### src/design/core_if_pkg.sv
// Core-side definitions for the uncached data path.
// Widths of address, data and byte mask, and the memory operation encoding.
// Referenced by scoped name from the memory stage, the bypass and the L2 model.

`default_nettype none

package core_if_pkg;

  // Physical address width
  localparam int paddr_w = 40;

  // One doubleword of load or store data
  localparam int dword_w = 64;

  // Byte enables for one doubleword
  localparam int mask_w = dword_w / 8;

  // Memory operation held by the memory stage
  typedef enum logic {
    MEM_LOAD  = 1'b0,
    MEM_STORE = 1'b1
  } mem_op_e;

endpackage

`default_nettype wire

### src/design/mem_stage.sv
// Memory stage of the uncached data path.
// Accepts one load or store, holds it for the bypass until completion or flush,
// then registers the load data and pulses done.

`timescale 1ns/100ps
`default_nettype none

module mem_stage (
  input  wire                                 clk,
  input  wire                                 rstn,
  input  wire                                 op_valid,
  input  core_if_pkg::mem_op_e                op_type,
  input  wire  [core_if_pkg::paddr_w-1:0]     op_addr,
  input  wire  [core_if_pkg::dword_w-1:0]     op_wdata,
  input  wire  [core_if_pkg::mask_w-1:0]      op_mask,
  input  wire                                 flush,
  output logic                                busy,
  output logic                                done,
  output logic [core_if_pkg::dword_w-1:0]     rdata,
  output logic                                ex_re,
  output logic                                ex_we,
  output logic [core_if_pkg::paddr_w-1:0]     ex_addr,
  output logic [core_if_pkg::dword_w-1:0]     ex_wdata,
  output logic [core_if_pkg::mask_w-1:0]      ex_mask,
  input  wire                                 dc_valid,
  input  wire  [core_if_pkg::dword_w-1:0]     dc_rdata
);

  typedef enum logic {
    MS_IDLE,
    MS_WAIT
  } ms_state_e;

  ms_state_e            state;
  core_if_pkg::mem_op_e type_q;
  logic                 accept;

  assign accept = (state == MS_IDLE) && op_valid;

  always_ff @(posedge clk) begin
    if (!rstn) begin
      state <= MS_IDLE;
      done  <= 1'b0;
    end else begin
      done <= 1'b0;
      case (state)
        MS_IDLE: begin
          if (op_valid) begin
            state <= MS_WAIT;
          end
        end
        MS_WAIT: begin
          // Flush wins over a completion in the same cycle
          if (flush) begin
            state <= MS_IDLE;
          end else if (dc_valid) begin
            state <= MS_IDLE;
            done  <= 1'b1;
          end
        end
        default: state <= MS_IDLE;
      endcase
    end
  end

  // Holding registers for the access in flight
  always_ff @(posedge clk) begin
    if (accept) begin
      type_q   <= op_type;
      ex_addr  <= op_addr;
      ex_wdata <= op_wdata;
      ex_mask  <= op_mask;
    end
  end

  always_ff @(posedge clk) begin
    if ((state == MS_WAIT) && dc_valid) begin
      rdata <= dc_rdata;
    end
  end

  assign busy  = (state == MS_WAIT);
  assign ex_re = busy && (type_q == core_if_pkg::MEM_LOAD);
  assign ex_we = busy && (type_q == core_if_pkg::MEM_STORE);

  // Only one operation at a time
  a_no_op_while_busy: assert property (
    @(posedge clk) disable iff (!rstn)
    op_valid |-> !busy
  );

endmodule

`default_nettype wire

### config.mk
export PLATFORM = sky130hd
export DESIGN_NAME = mem_stage
export DESIGN_NICKNAME = d
export VERILOG_FILES = /design/src/design/core_if_pkg.sv /design/src/design/mem_stage.sv
export SDC_FILE = /design/constraint.sdc
export NUM_CORES = 1
export LEC_CHECK = 0
export ABC_AREA = 1
export ABC_CLOCK_PERIOD_IN_PS = 7700
export BUFFER_PORTS_ARGS = -buffer_cell sky130_fd_sc_hd__buf_2
export CORE_AREA = 2 2 141 143
export CTS_CLUSTER_DIAMETER = 200
export DETAILED_ROUTE_END_ITERATION = 8
export DIE_AREA = 0 0 143 145
export SLEW_MARGIN = 0
export SYNTH_ARGS = -nofsm -noshare
export SYNTH_HDL_FRONTEND = slang
export SYNTH_SLANG_ARGS = --single-unit
### constraint.sdc
create_clock -name clk -period 7.7 [get_ports clk]
set_input_delay 0.385 -clock clk [delete_from_list [all_inputs] [get_ports clk]]
set_output_delay 0.385 -clock clk [all_outputs]
set_load 0.005 [all_outputs]
* Word level (Yosys, flattened, before mapping)
Index checks and enable logic that the tools add are counted.
Word-level totals: register bits 179, output and inout port bits 180
Cells by class: multiplexer cells 5, bitwise gates (word level) 3, reduce and logical (&&, ||, !) cells 5
Operator list (number):
- $logic_and 1x1->1 | 4
- $mux 1 | 4
- $not 1->1 | 3
- $reduce_or 3->1 | 1
- $pmux 1 s2 | 1

* Logic depth before layout (Yosys ltp)
depth after elaboration 3, mapped depth 4

* Worst setup path before layout
No wires, ideal clock.
kind input -> register, from input op_valid, to register ex_addr[0] (netlist name), enable pin, arrival 5.182 ns, data required time 7.109 ns, slack 1.927 ns, stages 2, buffers on the path 0, cell sequence inv_1 -> nor2_1
Between the ends: word-level cells in the longest chain between the ends 1
Ends and longest elaborated chain:
- start: declaration | RTL line mem_stage.sv:11 | input wire op_valid,
- $logic_and 1x1->1 | RTL line mem_stage.sv:38 | assign accept = (state == MS_IDLE) && op_valid;
- via accept | RTL line mem_stage.sv:36 | logic accept;
- end signal: assignment | RTL line mem_stage.sv:70 | ex_addr <= op_addr;
- end: declaration | RTL line mem_stage.sv:22 | output logic [core_if_pkg::paddr_w-1:0] ex_addr,
The timed path passes the listed nets, and every way through them passes these cells. A chain may end at the register's enable or synchronous reset.

* Worst setup path in the final report
from register state, in the netlist busy, to register ex_addr[24] (netlist name), enable pin
Between the ends: word-level cells in the longest chain between the ends 2
Ends and longest elaborated chain:
- start: declaration | RTL line mem_stage.sv:34 | ms_state_e state;
- start signal: assignment | RTL line mem_stage.sv:42 | state <= MS_IDLE;
- start signal: assignment | RTL line mem_stage.sv:49 | state <= MS_WAIT;
- start signal: assignment | RTL line mem_stage.sv:55 | state <= MS_IDLE;
- $not 1->1 (no source line)
- $logic_and 1x1->1 | RTL line mem_stage.sv:38
- via accept | RTL line mem_stage.sv:36
The timed path passes the listed nets, and every way through them passes these cells.

==> impl_metrics.env <==
export IMPL_outcome="complete, no violations"
export IMPL_grt_first_pass_wirelength_mm=19.9
export IMPL_timing_fmax_ghz=0.401
export IMPL_fin_ws_ns=5.21
export IMPL_place_ws_ns=5.02
export IMPL_fp_row_count=51
export IMPL_synth_area_per_cell_um2=27.9
export IMPL_coreArea_um2=19200
export IMPL_fin_worst_skew_ns=0.00799
export IMPL_cpLargestDelayFamily="buffers and inverters"
export IMPL_ios=362
export IMPL_crit_path_end_kind="flip-flop"
export IMPL_grt_ovfl_total=0
export IMPL_yosysTopAreaCell="edfxtp_1"
export IMPL_synthTopCellsByArea="edfxtp_1 98%, dfxtp_1 0.74%, inv_1 0.35%"
export IMPL_crit_buf_inv=1
export IMPL_crit_arrival_ns=2.52
export IMPL_reg2regPathDepth=2
export IMPL_cts_tree="built"
export IMPL_post_drt_via_cell_ratio=3.97
export IMPL_initialDrtViolationCount=104
export IMPL_path_cells="nor2_4 > buf_4"
export IMPL_routedWlPerCell_um=16.4
export IMPL_reg2reg_from="busy"
export IMPL_synth_fp_nets=376
export IMPL_critPathSlowestCell="buf_4"
export IMPL_ys_seq_area_share_pct=98.9
export IMPL_synthDistinctLibCells=6
export IMPL_max_stage_delay_ns=0.87
export IMPL_yosys_register_bits=179
export IMPL_period_minus_slack_ns=2.49
export IMPL_worst_pin_slew_ns=1.00
export IMPL_cts_root_buf="clkbuf_16"
export IMPL_tns_ns=0
export IMPL_dp_hpwl_mm=10.8
export IMPL_cp_start_kind="flip-flop"
export IMPL_cts_sinks=179
export IMPL_postCtsSetupBuffers=0
export IMPL_leakagePower_uw=0.00343
export IMPL_cp_depth=2
export IMPL_fin_cells=854
export IMPL_track_usage_pct=13.1
export IMPL_cts_hold_buf=0
export IMPL_hold_class="in -> reg"
export IMPL_reg2reg_slack_ns=5.21
export IMPL_final_core_util_pct=42.3
export IMPL_finalSetupViolCount=0
export IMPL_cts_made_buffers=17
export IMPL_dieArea_um2=20700
export IMPL_clk_latency_ns=0.41
export IMPL_crit_type="reg -> reg"
export IMPL_antenna_found_initial=0
export IMPL_power_uw=2080
export IMPL_slew_headroom_pct=33.2
export IMPL_synth_area_um2=5410
export IMPL_startpoint="busy"
export IMPL_grt_setup_unrepaired="false"
export IMPL_clk_path_buf_depth=2
export IMPL_initial_core_util_pct=28.2
export IMPL_dp_cells=822
export IMPL_dr_pass1_iters=6
export IMPL_postRouteAntennaNets=0
export IMPL_clk_pin_slew_ns=0.07
export IMPL_area_growth_pct=50.3
export IMPL_grt_max_degree=83
export IMPL_gp_congestion=0.736
export IMPL_drive_gt1_share_pct=66.9
export IMPL_grt_pass1_vias=3647
export IMPL_die_x_um=143
export IMPL_final_nets=758
export IMPL_period_share_pct=32.4
export IMPL_post_cts_resized=0
export IMPL_route_detailed_drc=0
export IMPL_synth_top_cell_area_share_pct=98.2
export IMPL_p_per_area_nw_per_um2=256
export IMPL_cp_endpoint="ex_addr[24]"
export IMPL_htree_levels=4
export IMPL_die_h_um=145
export IMPL_irDropWorstVdd_mv=0.138
export IMPL_crit_fanout=82
export IMPL_worstPathRequired_ns=7.73
export IMPL_wirelength_mm=14.0
export IMPL_maxCapViolCount=0
export IMPL_slew_viol_final=0
export IMPL_yosysWarnings=0
export IMPL_vias=3388
export IMPL_worstReg2RegEnd="ex_addr[24]"
export IMPL_port_buffers=361
export IMPL_syn_instance_count=194
export IMPL_hold_viol=0
export IMPL_n_antenna_cell=0
## layer usage
layer  up-vias  GRT usage [%]  part of all wire, %
li1       1540              -                    -
met1      1610           12.7                   34
met2       227           23.4                   52
met3        11           7.33                   13
met4         0           4.01                  1.2
met5         -              0                    0
## how the worst min path moves through the flow
stage	startpoint	cells after the start	slack, ns	endpoint
2_1_floorplan	flush	1	0.46	done
3_3_place_gp	busy	2	0.54	done
3_5_place_dp	op_addr[10]	1	0.56	ex_addr[10]
4_1_cts	op_wdata[49]	1	0.11	ex_wdata[49]
5_1_grt	op_addr[23]	1	0.10	ex_addr[23]
6_report	op_wdata[49]	1	0.14	ex_wdata[49]
## through the flow
| step | hold slack, ns | cell area [um^2] |
|---|---|---|
| 2_1_floorplan | 0.463 | 5410 |
| 3_3_place_gp | 0.542 | 7570 |
| 3_5_place_dp | 0.563 | 7570 |
| 4_1_cts | 0.113 | 8130 |
| 5_1_grt | 0.102 | 8130 |
| 6_report | 0.140 | 8130 |
## state kept, by name, indices dropped and copies added, names as in the netlist
signal and cells:
ex_addr 40, type_q 1, busy 1, ex_mask 8, ex_wdata 64, rdata 64, done 1
## Yosys cell counts (all sizes together)
| library cell | count |
|---|---|
| edfxtp | 177 |
| inv | 5 |
| nand2 | 5 |
| nor2 | 4 |
| dfxtp | 2 |
| nor3 | 1 |
## power by group
part / total (uW) / switching [uW] / internal, uW
clock: 813 / 361 / 452
sequential: 1140 / 12.6 / 1130
combinational: 126 / 63.9 / 62.0
## worst reg2reg max path, delay by kind of cell, from the launching register on
family,cells,cell delay (ns)
flip-flops,1,0.37
AND/OR/NAND/NOR,1,0.78
buffers and inverters,1,0.88
## placed cells by master (no fill, tap or decap)
master | netlist | layout
inv_8 | 0 | 1
buf_2 | 0 | 361
clkbuf_1 | 0 | 3
nor2_1 | 4 | 3
inv_1 | 5 | 4
bufinv_16 | 0 | 1
inv_2 | 0 | 1
edfxtp_1 | 177 | 177
clkinvlp_4 | 0 | 5
dfxtp_1 | 2 | 2
clkinv_4 | 0 | 2
buf_4 | 0 | 2
nor3_1 | 1 | 1
inv_6 | 0 | 3
nand2_1 | 5 | 5
clkbuf_16 | 0 | 17
nor2_4 | 0 | 1
## logic make-up (layout without fill, tap and decap cells)
| group | Yosys count | count (layout) | share of synthesized area, % |
|---|---|---|---|
| flops | 179 | 179 | 98.9 |
| buf+inv | 5 | 400 | 0.347 |
| simple gates | 10 | 10 | 0.716 |
## area by class of cell
class / count / area, um^2
clock inverters: 12 / 123
inverters: 5 / 18.8
repair buffers: 363 / 1820
fillers: 1752 / 11100
multi-input cells: 10 / 46.3
flip-flops and latches: 179 / 5360
clock buffers: 20 / 437
well taps: 265 / 332
Note: power is estimated with default switching activity, not from simulation.
