`src/design/core_if_pkg.sv`:
```
// Core-side definitions for the uncached data path.
// Widths of address, data and byte mask, and the memory operation encoding.
// Referenced by scoped name from the memory stage, the bypass and the L2 model.

`default_nettype none

package core_if_pkg;

  // Physical address width
  localparam int paddr_w = 40;

  // One doubleword of load or store data
  localparam int dword_w = 64;

  // Byte enables for one doubleword
  localparam int mask_w = dword_w / 8;

  // Memory operation held by the memory stage
  typedef enum logic {
    MEM_LOAD  = 1'b0,
    MEM_STORE = 1'b1
  } mem_op_e;

endpackage

`default_nettype wire

```
`src/design/l2_if_pkg.sv`:
```
// L2 port definitions for the uncached data path.
// Line geometry, lane selection inside a line and the request type encoding.
// Referenced by scoped name from the bypass and the L2 line model.

`default_nettype none

package l2_if_pkg;

  // One L2 line, four doubleword lanes
  localparam int line_w = 256;

  // Byte enables for a whole line
  localparam int line_mask_w = line_w / 8;

  // Byte offset inside a line
  localparam int line_ofs_w = 5;

  // Lane index, address bits 4 to 3
  localparam int lane_w = 2;

  // Request kind on the L2 port
  typedef enum logic {
    REQ_READ  = 1'b0,
    REQ_WRITE = 1'b1
  } req_type_e;

endpackage

`default_nettype wire

```
`src/design/uncached_bypass.sv`:
```
// Uncached bypass between the memory stage and the L2 port.
// Turns the held core access into one 256-bit line request, places store data
// in its lane and extracts the addressed lane from the line response.

`timescale 1ns/100ps
`default_nettype none

module uncached_bypass (
  input  wire                                  clk,
  input  wire                                  rstn,
  input  wire                                  ex_re,
  input  wire                                  ex_we,
  input  wire  [core_if_pkg::paddr_w-1:0]      ex_addr,
  input  wire  [core_if_pkg::dword_w-1:0]      ex_wdata,
  input  wire  [core_if_pkg::mask_w-1:0]       ex_mask,
  input  wire                                  flush,
  output logic                                 dc_valid,
  output logic [core_if_pkg::dword_w-1:0]      dc_rdata,
  output logic                                 req_valid,
  input  wire                                  req_ready,
  output l2_if_pkg::req_type_e                 req_type,
  output logic [core_if_pkg::paddr_w-1:0]      req_paddr,
  output logic [l2_if_pkg::line_w-1:0]         req_data,
  output logic [l2_if_pkg::line_mask_w-1:0]    req_mask,
  input  wire                                  resp_valid,
  input  wire  [l2_if_pkg::line_w-1:0]         resp_data
);

  logic                         sent;
  logic                         drop;
  logic                         xfer;
  logic [l2_if_pkg::lane_w-1:0] lane;
  logic [l2_if_pkg::lane_w-1:0] lane_q;

  // Doubleword lane inside the line
  assign lane = ex_addr[l2_if_pkg::line_ofs_w-1 -: l2_if_pkg::lane_w];

  // One request per held access, none while one is outstanding
  assign req_valid = (ex_re | ex_we) & ~sent;
  assign xfer      = req_valid & req_ready;

  // Line-aligned request address
  assign req_paddr = {ex_addr[core_if_pkg::paddr_w-1:l2_if_pkg::line_ofs_w],
                      {l2_if_pkg::line_ofs_w{1'b0}}};

  assign req_type = (ex_re & ~ex_we) ? l2_if_pkg::REQ_READ : l2_if_pkg::REQ_WRITE;

  // Store data and mask go in the addressed lane, other lanes stay zero
  always_comb begin
    req_data = '0;
    req_mask = '0;
    req_data[lane*core_if_pkg::dword_w +: core_if_pkg::dword_w] = ex_wdata;
    req_mask[lane*core_if_pkg::mask_w +: core_if_pkg::mask_w]   = ex_mask;
  end

  always_ff @(posedge clk) begin
    if (!rstn) begin
      sent <= 1'b0;
    end else if (xfer) begin
      sent <= 1'b1;
    end else if (resp_valid) begin
      sent <= 1'b0;
    end
  end

  // Lane used for extraction is the one of the issued request
  always_ff @(posedge clk) begin
    if (xfer) begin
      lane_q <= lane;
    end
  end

  // A flush while a request is in flight throws its response away
  always_ff @(posedge clk) begin
    if (!rstn) begin
      drop <= 1'b0;
    end else if (resp_valid) begin
      drop <= 1'b0;
    end else if (flush && (sent || xfer)) begin
      drop <= 1'b1;
    end
  end

  assign dc_valid = resp_valid & ~drop;
  assign dc_rdata = resp_data[lane_q*core_if_pkg::dword_w +: core_if_pkg::dword_w];

  // Completions only go to an access that is still held
  a_resp_to_held_access: assert property (
    @(posedge clk) disable iff (!rstn)
    dc_valid |-> (ex_re || ex_we)
  );

  // The L2 side only answers requests that were issued
  a_resp_expected: assert property (
    @(posedge clk) disable iff (!rstn)
    resp_valid |-> sent
  );

endmodule

`default_nettype wire

```
`config.mk`:
```
export PLATFORM = sky130hd
export DESIGN_NAME = uncached_bypass
export DESIGN_NICKNAME = d
export VERILOG_FILES = /design/src/design/core_if_pkg.sv /design/src/design/l2_if_pkg.sv /design/src/design/uncached_bypass.sv
export SDC_FILE = /design/constraint.sdc
export NUM_CORES = 1
export LEC_CHECK = 0
export BUFFER_PORTS_ARGS = -buffer_cell sky130_fd_sc_hd__buf_2
export CAP_MARGIN = 40
export CORE_AREA = 2 2 300 302
export CTS_CLUSTER_SIZE = 20
export DETAILED_ROUTE_END_ITERATION = 16
export DIE_AREA = 0 0 302 304
export PLACE_DENSITY = 0.33
export SKIP_CTS_REPAIR_TIMING = 1
export SYNTH_ARGS = -nofsm -noshare
export SYNTH_HDL_FRONTEND = slang
export SYNTH_SLANG_ARGS = --single-unit
```
`constraint.sdc`:
```
create_clock -name clk -period 1.55 [get_ports clk]
set_clock_uncertainty 0.2 [all_clocks]
set_input_delay 0.155 -clock clk [delete_from_list [all_inputs] [get_ports clk]]
set_output_delay 0.155 -clock clk [all_outputs]
set_load 0.005 [all_outputs]
```
# == Word level (Yosys, flattened, before mapping) ==
# Cells that the tools add are included.
# totals
in_bits,375
n_memories,0
ff_bits,4
latchBits,0
mem_bits_rw,0
mem_bits_ro,0
elab_cells,28
output_inout_bits,395
# op_classes
addsub,2
n_eq_ne,0
n_div,0
n_mul,0
n_bitwise,11
n_mux,3
n_reduce_logical,4
shifts,5
magnitude_cmp,0
# op_table
op,count
AND 256 bit,1
"variable shift 64 x 34 -> 256 bit, first input constant",1
variable part select 256 x 9 -> 64 bit,1
variable part select 64 x 34 -> 256 bit,1
negator 5 -> 34 bit,1
negator 8 -> 34 bit,1
"variable shift 8 x 34 -> 32 bit, first input constant",1
variable part select 8 x 34 -> 32 bit,1
AND 32 bit,1
AND 1 bit,4
NOT 1 bit,4
two-way mux 1 bit,3
nonzero test 2 bit,1
OR reduction 2 bit,1
logical AND 1 bit,1
logical OR 1 bit,1
bitwise OR 1 bit,1

# == Longest topological paths before layout ==
# logic_depth
ltp_word,5
mapped_depth,6
mapped_depth_nobuf,5

# == Worst setup path before layout ==
# Ideal clock, no wire load.
# synth_timing
path_type,register to output
from,reg lane_q[0] in the netlist's numbering
to,out dc_rdata[0] in the netlist's numbering
required_time_ns,1.195
path_buffers,2
path_stages_with_launch,4
path_slack_ns,-0.158
arrival_ns,1.353
path_cell_list,edfxtp_1 -> buf_2 -> buf_2 -> mux4_2
# synth_via
elab_chain_cells,1
# synth_lines
element,line,rtl
from (decl),uncached_bypass.sv:33,logic [l2_if_pkg::lane_w-1:0] lane_q;
from (signal assigned),uncached_bypass.sv:69,lane_q <= lane;
variable part select 256 x 9 -> 64 bit,uncached_bypass.sv:85,assign dc_rdata = resp_data[lane_q*core_if_pkg::dword_w +: core_if_pkg::dword_w];
to (decl),uncached_bypass.sv:18,"output logic [core_if_pkg::dword_w-1:0] dc_rdata,"
# Every way passes these cells.

# == Final worst setup path ==
# layout_timing
from,in ex_addr[4] in the netlist's numbering
to,out req_data[3] in the netlist's numbering
# layout_via
elab_chain_cells,3
elab_cells_between_ends,4
classes_between,add/sub: 1; shift: 2; bitwise: 1
# layout_lines
element,line,rtl
from (decl),uncached_bypass.sv:13,"input wire [core_if_pkg::paddr_w-1:0] ex_addr,"
negator 8 -> 34 bit (*),uncached_bypass.sv:52,req_data[lane*core_if_pkg::dword_w +: core_if_pkg::dword_w] = ex_wdata;
variable part select 64 x 34 -> 256 bit / variable shift 64 x 34 -> 256 bit (equally long branches),uncached_bypass.sv:52,
AND 256 bit (no line) (*),--,
to (decl),uncached_bypass.sv:23,"output logic [l2_if_pkg::line_w-1:0] req_data,"
# Every way passes the cells marked *; elsewhere a longest branch is shown, timed or not.

==> flow_metrics.tcl <==
set metrics [dict create \
    startpoint "ex_addr[4]" \
    yosysWarnings 0 \
    setup_slack_ps -586.9 \
    hold_ws_ps 25.20 \
    grt_max_degree 61 \
    portBuffers 691 \
    cap_violations 0 \
    avgSynthCellArea_sq_um 8.686 \
    grt_util_met3 0.03869 \
    pre_cts_ws_ps -569.7 \
    critPathCapture "req_data[3]" \
    setup_violations 353 \
    critPathMaxFanout 7 \
    hp-class "input port to flop" \
    cts_root_buffer "clkbuf_16" \
    final_cell_area_sq_um 10730 \
    period_share 1.379 \
    vias 6718 \
    routed_via_density 2.868 \
    layout_commonest_cell "buf_2" \
    grt_overflow 0 \
    clockBufferDepth 2 \
    path_buf_inv 6 \
    start_kind "input port" \
    r2r_start "sent" \
    place.gp.congestion 0.8029 \
    crit_required_ps 1190 \
    coreArea_sq_um 89050 \
    period_minus_slack_ps 2137 \
    rrSetupSlack_ps 260 \
    cpMostUsedCell "buf_6" \
    outcome "finished, violations left" \
    num_rows 110 \
    fmax_mhz 468.0 \
    die_x_um 302 \
    dpl_cell_area_sq_um 9059 \
    clkLatencyLatePin_ps 220 \
    clk_pin_slew_ps 30 \
    seq_area_frac_synth 0.02484 \
    routedWlPerCell_um 22.43 \
    violations "negative setup slack" \
    rsz0062_at_grt "true" \
    busiest_layer "met2" \
    critPathKind "input port to output pin" \
    drive_gt1_frac 0.8085 \
    crit_chain "buf_8 -> clkinvlp_4 -> ha_4 -> nor4bb_4 -> buf_6 -> clkbuf_16 -> buf_12 -> and2_4 -> buf_6" \
    rr_worst_depth 3 \
    io-pin-count 770 \
    cpLargestDelayFamily "buffers and inverters" \
    grt_pass1_vias 6347 \
    netlist_area_sq_um 4030 \
    grtUsageMet2 0.1775 \
    design.die.area_sq_um 91810 \
    crit_path_end_kind "output pin" \
    cts_sinks 4 \
    htree_levels 1 \
    drc 0 \
    first_pass_iters 4 \
    ys_types 23 \
    routed_wl_um 52540 \
    crit_path_max_incr_delay_ps 360 \
    powerDensity_nw_per_um2 241.5 \
    final_cell_mix "596 x buf_2, 199 x and2_1, 106 x buf_6, 89 x and2_4, 64 x mux4_2" \
    cp_slowest_cell "nor4bb_4" \
    cts_tree "yes" \
    dp.final_hpwl_um 41830 \
    hold_violations 0 \
    ant_nets 0 \
    start_util 0.04526 \
    timing.rr.end "drop" \
    critical_path_cell_count 9 \
    numCtsBuffers 3 \
    synth-seq-cells 4 \
    grt_pass1_wl_um 57020 \
    drv_slew 0 \
    antenna_found_initial 54 \
    peakVddDrop_uv 368.6 \
    die_h_um 304 \
    synthCells 464 \
    critical_path_arrival_ps 1780 \
    use_met1 0.09331 \
    nNetsFinal 1540 \
    syn_to_final_growth_pct 166.2 \
    drtIter0Drc 249 \
    total_leakage_power_nw 5.432 \
    grt_usage 0.09204 \
]
metal layers:
layer / vias to the layer above / wire (um) / part of all wire
met5: - / 227 / 0.0043
met4: 34 / 1397 / 0.027
met3: 99 / 5681 / 0.11
met2: 548 / 26450 / 0.50
met1: 3122 / 18780 / 0.36
li1: 2915 / - / -
synthesized netlist by cell type:
cell       instances  area (sq um)
ha_1               5         62.56
nor3_2             2         20.02
edfxtp_1           2         60.06
a2111oi_0          1         8.760
dfxtp_1            2         40.04
a21oi_1            1         5.000
mux4_2            64          1441
nor4bb_1           1         10.01
nand2b_1           2         12.51
and2_1           288          1802
nand2_1            3         11.26
buf_2              7         35.03
conb_1             1         3.750
nor2_1             2         7.510
o21ba_2            1         10.01
inv_2              1         3.750
inv_1              3         11.26
buf_4             40         300.3
nor2b_1            1         6.260
clkbuf_2          16         80.08
nor4b_4            1         23.77
clkbuf_1          14         52.55
buf_1              6         22.52
sequential cells by signal, indices dropped and copies added, names as in the netlist:
name,count
lane_q,2
sent,1
drop,1
power by group:
part	internal (W)	switching, W
Combinational	0.00109	0.000970
Sequential	0.000119	0.00000548
Clock	0.000339	0.0000704
Total	0.00155	0.00105
area by class of cell:
| cell class | count | area, sq um |
|---|---|---|
| Antenna cell | 7 | 17.52 |
| Sequential cell | 4 | 100.1 |
| Clock buffer | 4 | 78.83 |
| Tap cell | 1176 | 1471 |
| Timing Repair Buffer | 770 | 5298 |
| Inverter | 4 | 21.27 |
| Multi-Input combinational cell | 377 | 3742 |
| Fill cell | 10300 | 78320 |
stage by stage:
stage	cells	setup TNS (ps)	utilization	power (W)
2_1_floorplan	468	-9291	-	0.0008107
3_3_place_gp	2294	-148750	0.1017	0.001993
3_5_place_dp	2294	-151690	0.1017	0.001982
4_1_cts	2298	-167120	0.1026	0.002400
5_1_grt	2338	-185520	0.1204	0.002765
6_report	2342	-158170	0.1205	0.002591
worst register-to-register path: cells and delay by family, from the launching register on:
family	cells	cell delay (ps)
AOI/OAI and AO/OA	2	570
and+or+nand+nor	1	100
DFF	1	310
worst min path at each step:
stage                     start             to  slack (ps)  cells past startpoint
floorplan            resp_valid           drop          40                      1
global placement    ex_addr[24]  req_paddr[24]         110                      0
detailed placement  ex_addr[24]  req_paddr[24]         110                      0
CTS                  resp_valid           drop         -30                      2
global route              flush           drop          60                      3
finish                    flush           drop          30                      3
cell families after synthesis:
kind of cell,share of synthesized area
other cells,0.0009305
simple gates,0.4697
flops,0.02484
mux,0.3577
fa+ha+maj,0.01552
buf+inv,0.1254
compound gates,0.005898
(Power assumes the default switching activity.)
